### config.mk
export PLATFORM = sky130hd
export DESIGN_NAME = pow5_top
export DESIGN_NICKNAME = d
export VERILOG_FILES = /design/src/hw/pow5_pkg.sv /design/src/hw/clk_en_divider.sv /design/src/hw/pow5_single_cycle.sv /design/src/hw/pow5_multi_cycle.sv /design/src/hw/pow5_pipelined.sv /design/src/hw/result_display.sv /design/src/hw/pow5_top.sv
export SDC_FILE = /design/constraint.sdc
export NUM_CORES = 1
export LEC_CHECK = 0
export BUFFER_PORTS_ARGS = -buffer_cell sky130_fd_sc_hd__buf_2
export CAP_MARGIN = 20
export CORE_MARGIN = 3
export CORE_UTILIZATION = 45
export CTS_BUF_LIST = sky130_fd_sc_hd__clkbuf_8
export CTS_CLUSTER_SIZE = 25
export DETAILED_ROUTE_END_ITERATION = 8
export PLACE_DENSITY = 0.73
export SYNTH_ARGS = -nofsm -noshare
export SYNTH_HDL_FRONTEND = slang
export SYNTH_HIERARCHICAL = 1
export SYNTH_SLANG_ARGS = --single-unit
### constraint.sdc
create_clock -name clk -period 12.7 [get_ports clk]
set_clock_uncertainty 0.1 [all_clocks]
set_input_delay 0.635 -clock clk [delete_from_list [all_inputs] [get_ports clk]]
set_output_delay 0.635 -clock clk [all_outputs]
set_load 0.005 [all_outputs]
### src/hw/pow5_pkg.sv
`default_nettype none

package pow5_pkg;

    // ************************************************************************
    // datapath widths
    // ************************************************************************

    // operand and result width, results wrap modulo 2**POW5_W
    localparam int POW5_W = 8;

    typedef logic [POW5_W-1:0] pow5_data_t;

    // one seven-segment digit, {dot, g, f, e, d, c, b, a}, active high
    typedef logic [7:0] seg_t;

    // ************************************************************************
    // unit selection
    // ************************************************************************

    // code 2'd3 falls through to the pipelined unit
    typedef enum logic [1:0]
    {
        UNIT_SINGLE = 2'd0,
        UNIT_MULTI  = 2'd1,
        UNIT_PIPE   = 2'd2
    } unit_sel_t;

    // ************************************************************************
    // timing and display constants
    // ************************************************************************

    // clocks per enable strobe, small so simulation stays short
    localparam int POW5_CLK_EN_DIV = 4;
    localparam int POW5_DIV_W      = $clog2(POW5_CLK_EN_DIV);

    // multiply stages in the pipelined unit, n^2 .. n^5
    localparam int POW5_STAGES = 4;

    // hex digits per segment table, one nibble each
    localparam int SEG_TABLE_SIZE = 16;
    localparam int SEG_NIBBLE_W   = $clog2(SEG_TABLE_SIZE);

endpackage

`default_nettype wire

### src/hw/clk_en_divider.sv
`timescale 1ns/1ps
`default_nettype none

module clk_en_divider
(
    input  logic clk,
    input  logic rst_n,
    output logic clk_en
);

    import pow5_pkg::*;

    logic [POW5_DIV_W-1:0] cnt;
    logic                  wrap;

    // last count of the period
    assign wrap = (cnt == POW5_DIV_W'(POW5_CLK_EN_DIV - 1));

    // free-running count, strobe registered on wrap
    // so the first strobe lands POW5_CLK_EN_DIV clocks after reset
    always_ff @(posedge clk or negedge rst_n)
    begin
        if (!rst_n)
        begin
            cnt    <= '0;
            clk_en <= 1'b0;
        end
        else
        begin
            cnt    <= wrap ? '0 : cnt + POW5_DIV_W'(1);
            clk_en <= wrap;
        end
    end

    // strobe is a single clock wide
    a_clk_en_pulse: assert property (@(posedge clk) disable iff (!rst_n)
        clk_en |=> !clk_en)
        else $error("clk_en held high for two clocks");

endmodule

`default_nettype wire

### src/hw/pow5_single_cycle.sv
`timescale 1ns/1ps
`default_nettype none

module pow5_single_cycle
(
    input  logic                 clk,
    input  logic                 rst_n,
    input  logic                 clk_en,
    input  logic                 n_vld,
    input  pow5_pkg::pow5_data_t n,
    output logic                 res_vld,
    output pow5_pkg::pow5_data_t res
);

    import pow5_pkg::*;

    logic       n_vld_q;
    pow5_data_t n_q;
    logic       prod_vld;
    pow5_data_t prod_q;

    // valid path, one flop per enabled edge
    always_ff @(posedge clk or negedge rst_n)
    begin
        if (!rst_n)
        begin
            n_vld_q  <= 1'b0;
            prod_vld <= 1'b0;
            res_vld  <= 1'b0;
        end
        else if (clk_en)
        begin
            n_vld_q  <= n_vld;
            prod_vld <= n_vld_q;
            res_vld  <= prod_vld;
        end
    end

    // payload, follows the valid path
    always_ff @(posedge clk)
    begin
        if (clk_en)
        begin
            n_q    <= n;
            // all five factors in one enabled period
            prod_q <= n_q * n_q * n_q * n_q * n_q;
            // output flop keeps the long multiply off the display path
            res    <= prod_q;
        end
    end

    // a result only appears one strobe after its product was captured
    a_res_vld_after_prod: assert property (@(posedge clk) disable iff (!rst_n)
        $rose(res_vld) |-> $past(clk_en) && $past(prod_vld))
        else $error("res_vld rose without a product valid one enabled period before");

endmodule

`default_nettype wire

### src/hw/pow5_multi_cycle.sv
`timescale 1ns/1ps
`default_nettype none

module pow5_multi_cycle
(
    input  logic                 clk,
    input  logic                 rst_n,
    input  logic                 clk_en,
    input  logic                 n_vld,
    input  pow5_pkg::pow5_data_t n,
    output logic                 res_vld,
    output pow5_pkg::pow5_data_t res
);

    import pow5_pkg::*;

    logic       n_vld_q;
    pow5_data_t n_q;
    // one-hot timer, top bit set on load, bit 0 marks n^5 ready
    logic [4:0] shift;
    pow5_data_t acc;

    // ************************************************************************
    // request capture
    // ************************************************************************

    always_ff @(posedge clk or negedge rst_n)
    begin
        if (!rst_n)
            n_vld_q <= 1'b0;
        else if (clk_en)
            n_vld_q <= n_vld;
    end

    // operand held for the whole computation
    always_ff @(posedge clk)
    begin
        if (clk_en && n_vld)
            n_q <= n;
    end

    // ************************************************************************
    // sequencing and accumulate
    // ************************************************************************

    always_ff @(posedge clk or negedge rst_n)
    begin
        if (!rst_n)
            shift <= 5'b0;
        else if (clk_en)
        begin
            // a new request always restarts
            if (n_vld_q)
                shift <= 5'b10000;
            else
                shift <= shift >> 1;
        end
    end

    always_ff @(posedge clk)
    begin
        if (clk_en)
        begin
            if (n_vld_q)
                acc <= n_q;
            // four multiplies, then hold n^5 on the output
            else if (|shift[4:1])
                acc <= acc * n_q;
        end
    end

    assign res_vld = shift[0];
    assign res     = acc;

    // a restart must never leave two steps in flight
    a_shift_onehot: assert property (@(posedge clk) disable iff (!rst_n)
        $onehot0(shift))
        else $error("multi-cycle timer holds more than one active step");

endmodule

`default_nettype wire

### src/hw/pow5_pipelined.sv
`timescale 1ns/1ps
`default_nettype none

module pow5_pipelined
(
    input  logic                 clk,
    input  logic                 rst_n,
    input  logic                 clk_en,
    input  logic                 n_vld,
    input  pow5_pkg::pow5_data_t n,
    output logic                 res_vld,
    output pow5_pkg::pow5_data_t res
);

    import pow5_pkg::*;

    logic                   n_vld_q;
    pow5_data_t             n_q;
    // stage i holds n^(i+2)
    pow5_data_t             pw [POW5_STAGES];
    // delayed copies of n, one per stage that still needs a factor
    pow5_data_t             nd [POW5_STAGES-1];
    logic [POW5_STAGES-1:0] vld_chain;

    // input flops, a new number every enabled edge
    always_ff @(posedge clk or negedge rst_n)
    begin
        if (!rst_n)
            n_vld_q <= 1'b0;
        else if (clk_en)
            n_vld_q <= n_vld;
    end

    // valid chain moves in step with the data stages
    always_ff @(posedge clk or negedge rst_n)
    begin
        if (!rst_n)
            vld_chain <= '0;
        else if (clk_en)
            vld_chain <= {vld_chain[POW5_STAGES-2:0], n_vld_q};
    end

    // ************************************************************************
    // multiply stages
    // ************************************************************************

    always_ff @(posedge clk)
    begin
        if (clk_en)
        begin
            n_q   <= n;
            pw[0] <= n_q * n_q;
            nd[0] <= n_q;
            for (int i = 1; i < POW5_STAGES; i++)
                pw[i] <= pw[i-1] * nd[i-1];
            for (int i = 1; i < POW5_STAGES - 1; i++)
                nd[i] <= nd[i-1];
        end
    end

    assign res_vld = vld_chain[POW5_STAGES-1];
    assign res     = pw[POW5_STAGES-1];

    // latency in clocks relies on the fixed strobe period of the divider
    a_pipe_vld_set: assert property (@(posedge clk) disable iff (!rst_n)
        (clk_en && n_vld_q) |-> ##(POW5_STAGES * POW5_CLK_EN_DIV) res_vld)
        else $error("pipelined valid lost before the last stage");

    a_pipe_vld_clr: assert property (@(posedge clk) disable iff (!rst_n)
        (clk_en && !n_vld_q) |-> ##(POW5_STAGES * POW5_CLK_EN_DIV) !res_vld)
        else $error("pipelined valid appeared without a request");

endmodule

`default_nettype wire

### src/hw/result_display.sv
`timescale 1ns/1ps
`default_nettype none

module result_display
(
    input  logic                 clk,
    input  logic                 rst_n,
    input  logic                 clk_en,
    input  logic                 res_vld,
    input  pow5_pkg::pow5_data_t res,
    output pow5_pkg::pow5_data_t held,
    output pow5_pkg::seg_t       seg_lo,
    output pow5_pkg::seg_t       seg_hi
);

    import pow5_pkg::*;

    // hex digit to segments, bit 0 is segment a, dot always off
    function automatic seg_t hex_to_seg(input logic [SEG_NIBBLE_W-1:0] nib);
        seg_t seg;
        case (nib)
            4'h0:    seg = 8'h3f;
            4'h1:    seg = 8'h06;
            4'h2:    seg = 8'h5b;
            4'h3:    seg = 8'h4f;
            4'h4:    seg = 8'h66;
            4'h5:    seg = 8'h6d;
            4'h6:    seg = 8'h7d;
            4'h7:    seg = 8'h07;
            4'h8:    seg = 8'h7f;
            4'h9:    seg = 8'h6f;
            4'ha:    seg = 8'h77;
            4'hb:    seg = 8'h7c;
            4'hc:    seg = 8'h39;
            4'hd:    seg = 8'h5e;
            4'he:    seg = 8'h79;
            4'hf:    seg = 8'h71;
            default: seg = 8'h00;
        endcase
        return seg;
    endfunction

    // last valid result, "00" shown out of reset
    always_ff @(posedge clk or negedge rst_n)
    begin
        if (!rst_n)
            held <= '0;
        else if (clk_en && res_vld)
            held <= res;
    end

    // digits follow the held value in the same edge
    assign seg_lo = hex_to_seg(held[SEG_NIBBLE_W-1:0]);
    assign seg_hi = hex_to_seg(held[POW5_W-1:SEG_NIBBLE_W]);

endmodule

`default_nettype wire

### src/hw/pow5_top.sv
`timescale 1ns/1ps
`default_nettype none

module pow5_top
(
    input  logic                 clk,
    input  logic                 rst_n,
    input  logic [3:0]           key,
    input  pow5_pkg::pow5_data_t sw,
    output pow5_pkg::pow5_data_t led,
    output logic [7:0]           disp_en,
    output logic [31:0]          disp,
    output logic [7:0]           disp_dot
);

    import pow5_pkg::*;

    logic       clk_en;
    unit_sel_t  sel;

    logic       single_vld;
    pow5_data_t single_res;
    logic       multi_vld;
    pow5_data_t multi_res;
    logic       pipe_vld;
    pow5_data_t pipe_res;

    logic       sel_vld;
    pow5_data_t sel_res;
    seg_t       seg_lo;
    seg_t       seg_hi;

    // ************************************************************************
    // enable strobe and the three units
    // ************************************************************************

    clk_en_divider i_div
    (
        .clk    ( clk    ),
        .rst_n  ( rst_n  ),
        .clk_en ( clk_en )
    );

    // key 0 is a level request, sw the operand, key 3 is spare
    pow5_single_cycle i_single
    (
        .clk     ( clk        ),
        .rst_n   ( rst_n      ),
        .clk_en  ( clk_en     ),
        .n_vld   ( key[0]     ),
        .n       ( sw         ),
        .res_vld ( single_vld ),
        .res     ( single_res )
    );

    pow5_multi_cycle i_multi
    (
        .clk     ( clk       ),
        .rst_n   ( rst_n     ),
        .clk_en  ( clk_en    ),
        .n_vld   ( key[0]    ),
        .n       ( sw        ),
        .res_vld ( multi_vld ),
        .res     ( multi_res )
    );

    pow5_pipelined i_pipe
    (
        .clk     ( clk      ),
        .rst_n   ( rst_n    ),
        .clk_en  ( clk_en   ),
        .n_vld   ( key[0]   ),
        .n       ( sw       ),
        .res_vld ( pipe_vld ),
        .res     ( pipe_res )
    );

    // ************************************************************************
    // selection and display
    // ************************************************************************

    assign sel = unit_sel_t'(key[2:1]);

    // unused fourth code shows the pipeline
    always_comb
    begin
        case (sel)
            UNIT_SINGLE:
            begin
                sel_vld = single_vld;
                sel_res = single_res;
            end
            UNIT_MULTI:
            begin
                sel_vld = multi_vld;
                sel_res = multi_res;
            end
            default:
            begin
                sel_vld = pipe_vld;
                sel_res = pipe_res;
            end
        endcase
    end

    result_display i_disp
    (
        .clk     ( clk     ),
        .rst_n   ( rst_n   ),
        .clk_en  ( clk_en  ),
        .res_vld ( sel_vld ),
        .res     ( sel_res ),
        .held    ( led     ),
        .seg_lo  ( seg_lo  ),
        .seg_hi  ( seg_hi  )
    );

    // two right-hand digits only
    assign disp     = {16'b0, seg_hi, seg_lo};
    assign disp_en  = 8'b00000011;
    // dot 0 flashes on a result, dot 1 shows the strobe
    assign disp_dot = {6'b0, clk_en, sel_vld};

endmodule

`default_nettype wire

==> metrics.md <==
| Metric | Value |
|---|---|
| Crit path max fanout | 12 |
| Hold Vio Cnt, Final | 0 |
| CP max-delay cell | edfxtp_1 |
| Critical Path RT | 12,800 ps |
| Synth async-reset ratio | 20.00% |
| Core box area | 0.02540 sq mm |
| Share of cells above drive strength 1 | 9.219% |
| TritonCTS Buffers | 17 |
| Most area-hungry cell type in the Yosys netlist | edfxtp_1 |
| CTS resizes | 0 |
| Reg2reg setup slack | 1820 ps |
| Met1 WL | about 9200 microns |
| Slew HR | between 40% and 50% |
| First-pass iteration count of the detailed router | 5 |
| FMAX | 0.09191 GHz |
| Port Buffers | 36 |
| IO Pins | 70 |
| P_leak | about 6.0 nW |
| Status | complete, no violations |
| Synth top area cells | edfxtp_1 (26%), fa_1 (16%), ha_1 (16%) |
| Worst Path Buf+Inv | 2 |
| Synth Register Bits | 125 |
| Largest net degree at the start of global routing | 68 |
| Peak supply drop | 0.2419 mV |
| CTS tree | built |
| WL final | 20,010 microns |
| Gate Count Post-Synth | between 1,000 and 1,500 |
| Die Wd | 167.6 microns |
| Critical path endpoint category | flip-flop |
| Fin worst setup slack | 1820 ps |
| Top delay family on crit path | adder cells |
| Total grt overflow | 0 |
| Post-CTS setup buffers | 0 |
| Area Growth Syn to Fin | 6.795% |
| EDFF count, synth | 100 |
| Final TNS setup | 0 ps |
| First-pass GRT wire length | 34,780 microns |
| Yosys cell types | 53 |
| Nets@finish | between 1,000 and 1,500 |
| Startpoint types | flip-flop |
| Slew Limit Fails | 0 |
| Initial core utilization | 46.25% |
| Die ar. | 0.02808 sq mm |
| Met3 wire len | a little under 800 microns |
| Tcrit/Tclk final | 85.67% |
| Total GRT Usage | 14.99% |
| Register area share after synthesis | 30.89% |
| Placer Congestion | a little over 0.8 |
| # setup viols final | 0 |
| Final ANT Viol Nets | 0 |
| Worst slew pin tran | 774.4 ps |
| Vias per cell | between 4 and 5 |
| Site Rows | 58 |
| Hpwl dp | 15,830 microns |
| DR WL met2 | 9914 microns |
| # fillers | 2,265 |
| Max Root-Sink Buffers | 2 |
| Residual DRC | 0 |
| Worst skew pair latency | 440 ps |
| Pwr Total | 0.002023 W |
| Worst EP arrival | 10,980 ps |
| CP most frequent cell | fa_1 |
| Cell area after synthesis | 0.01175 sq mm |
| Crit Path Class | flip-flop to flip-flop |
| Root buf cell | clkbuf_8 |
| Highest routing layer actually used | met4 |
| Max cap viols | 0 |
| Count of warnings emitted by yosys | 6 |
| PwrDens | 161.2 mW/mm^2 |
| Antenna violations before repair | 0 |
| Post-Syn Area per Cell | 10.85 sq um |
| DRT iter0 DRCs | 357 |
| Htree depth | 4 |
| Worst path max stage delay | 610 ps |
| Post-synth top area share | 25.56% |
| Count leader, synth | inv_1 |
| Post-placement worst setup slack | 1812 ps |
| Vias | 7,084 |
| Ant diodes | 0 |
| Min-delay worst type | input pin to async pin |
| Fin crit period | 10,880 ps |
| Number of global-route vias before repair | around 7,400 |
| Hold_buf cts | 0 |
| Top FF cell, synth | edfxtp_1 |
| RSZ-0062 raised after global routing | no |
| Fin Hold WS | 79.25 ps |
| Die extent in y | about 170 microns |
| Clock transition at path regs | 80 ps |
| Clock sink total | approximately 130 |
| Avg WL per Cell | 13.62 microns |
| Most frequent cells after synthesis | inv_1 (174), ha_1 (147), nand2_1 (114) |
## final timing paths
check	start	endpoint	cells past startpoint
worst max-delay path	i_single/n_q[3]$_DFFE_PP_	i_single/prod_q[7]$_DFFE_PP_	34
worst min-delay path	rst_n	i_disp/held[0]$_DFFE_PN0P_	1
worst max register to register	i_single/n_q[3]$_DFFE_PP_	i_single/prod_q[7]$_DFFE_PP_	34
worst min register to register	i_single/prod_q[2]$_DFFE_PP_	i_single/res[2]$_DFFE_PP_	0
max in group asynchronous	rst_n	i_div/clk_en$_DFF_PN0_	1
min in group clk	sw[5]	i_pipe/n_q[5]$_DFFE_PP_	1
## through the flow
step                      area [sq um]  utilization (%)  cells
after floorplan                  11900                -   1123
after global placement           12150            47.82   1437
after detailed placement         12150            47.82   1437
after CTS                        12550            49.39   1469
after global routing             12550            49.39   1469
final                            12550            49.39   1469
## flip-flops by register name, indices dropped and copies added, names as in the netlist, 2 cells and up
name and flops:
i_disp/held 8, i_div/cnt 2, i_multi/n_q 8, i_multi/res 8
i_multi/shift 5, i_pipe/n_q 8, i_pipe/nd 24, i_pipe/pw 28
i_pipe/vld_chain 4, i_single/n_q 8, i_single/prod_q 8, i_single/res 8
## worst register-to-register path, delay by kind of cell, from the launching register on
family	cells	cell delay (ps)
buffers and inverters	2	90
DFF	1	610
adders and majority gates	17	7250
and+or+nand+nor	4	830
AOI/OAI and AO/OA	3	530
xor gates and xnor gates	8	1230
## cell usage in the layout (no fill, tap or decap), types with 3 or more instances in the layout
cell	count
a21o_1	16
a21oi_1	27
and2_1	105
and3_1	3
buf_2	36
buf_4	4
clkbuf_8	18
conb_1	46
dfrtp_1	24
edfxtp_1	100
fa_1	92
ha_1	147
inv_1	175
inv_4	3
inv_6	6
mux2_2	21
mux2i_1	13
nand2_1	114
nand3b_1	4
nor2_1	12
nor2b_1	7
nor3_1	3
o21ai_0	9
o21ai_1	10
xnor2_1	69
xnor3_1	13
xor2_1	24
## report_power, final
group	leakage [nW]	internal (W)	switching, W
Sequential	1.21	0.000502	0.0000254
Combinational	4.57	0.000593	0.000551
Clock	0.212	0.000183	0.000169
## layout make-up
cell class	instances	area, sq um	area share (%)
inverter	174	653.1	5.206
timing repair buffer	40	210.2	1.675
sequential	125	3632	28.95
clock inverter	14	152.6	1.217
clock buffer	18	247.7	1.975
tap	330	412.9	3.291
multi-input combinational	768	7237	57.68
## cells by family after synthesis
kind of cell	after synthesis	synth area share (%)
fa+ha+maj	239	31.33
buf+inv	230	8.787
flops	125	30.89
xor+xnor	108	9.703
simple gates	257	11.10
compound gates	80	4.207
other cells	6	0.1917
mux	38	3.792
## metal layers
layer / track usage [%] / up-vias
met3: 2.408 / 11
met1: 20.41 / 3471
met2: 25.47 / 122
li1: - / 3480
met5: 0 / -
met4: 3.237 / 0
Power figures use the tool's default switching activity.
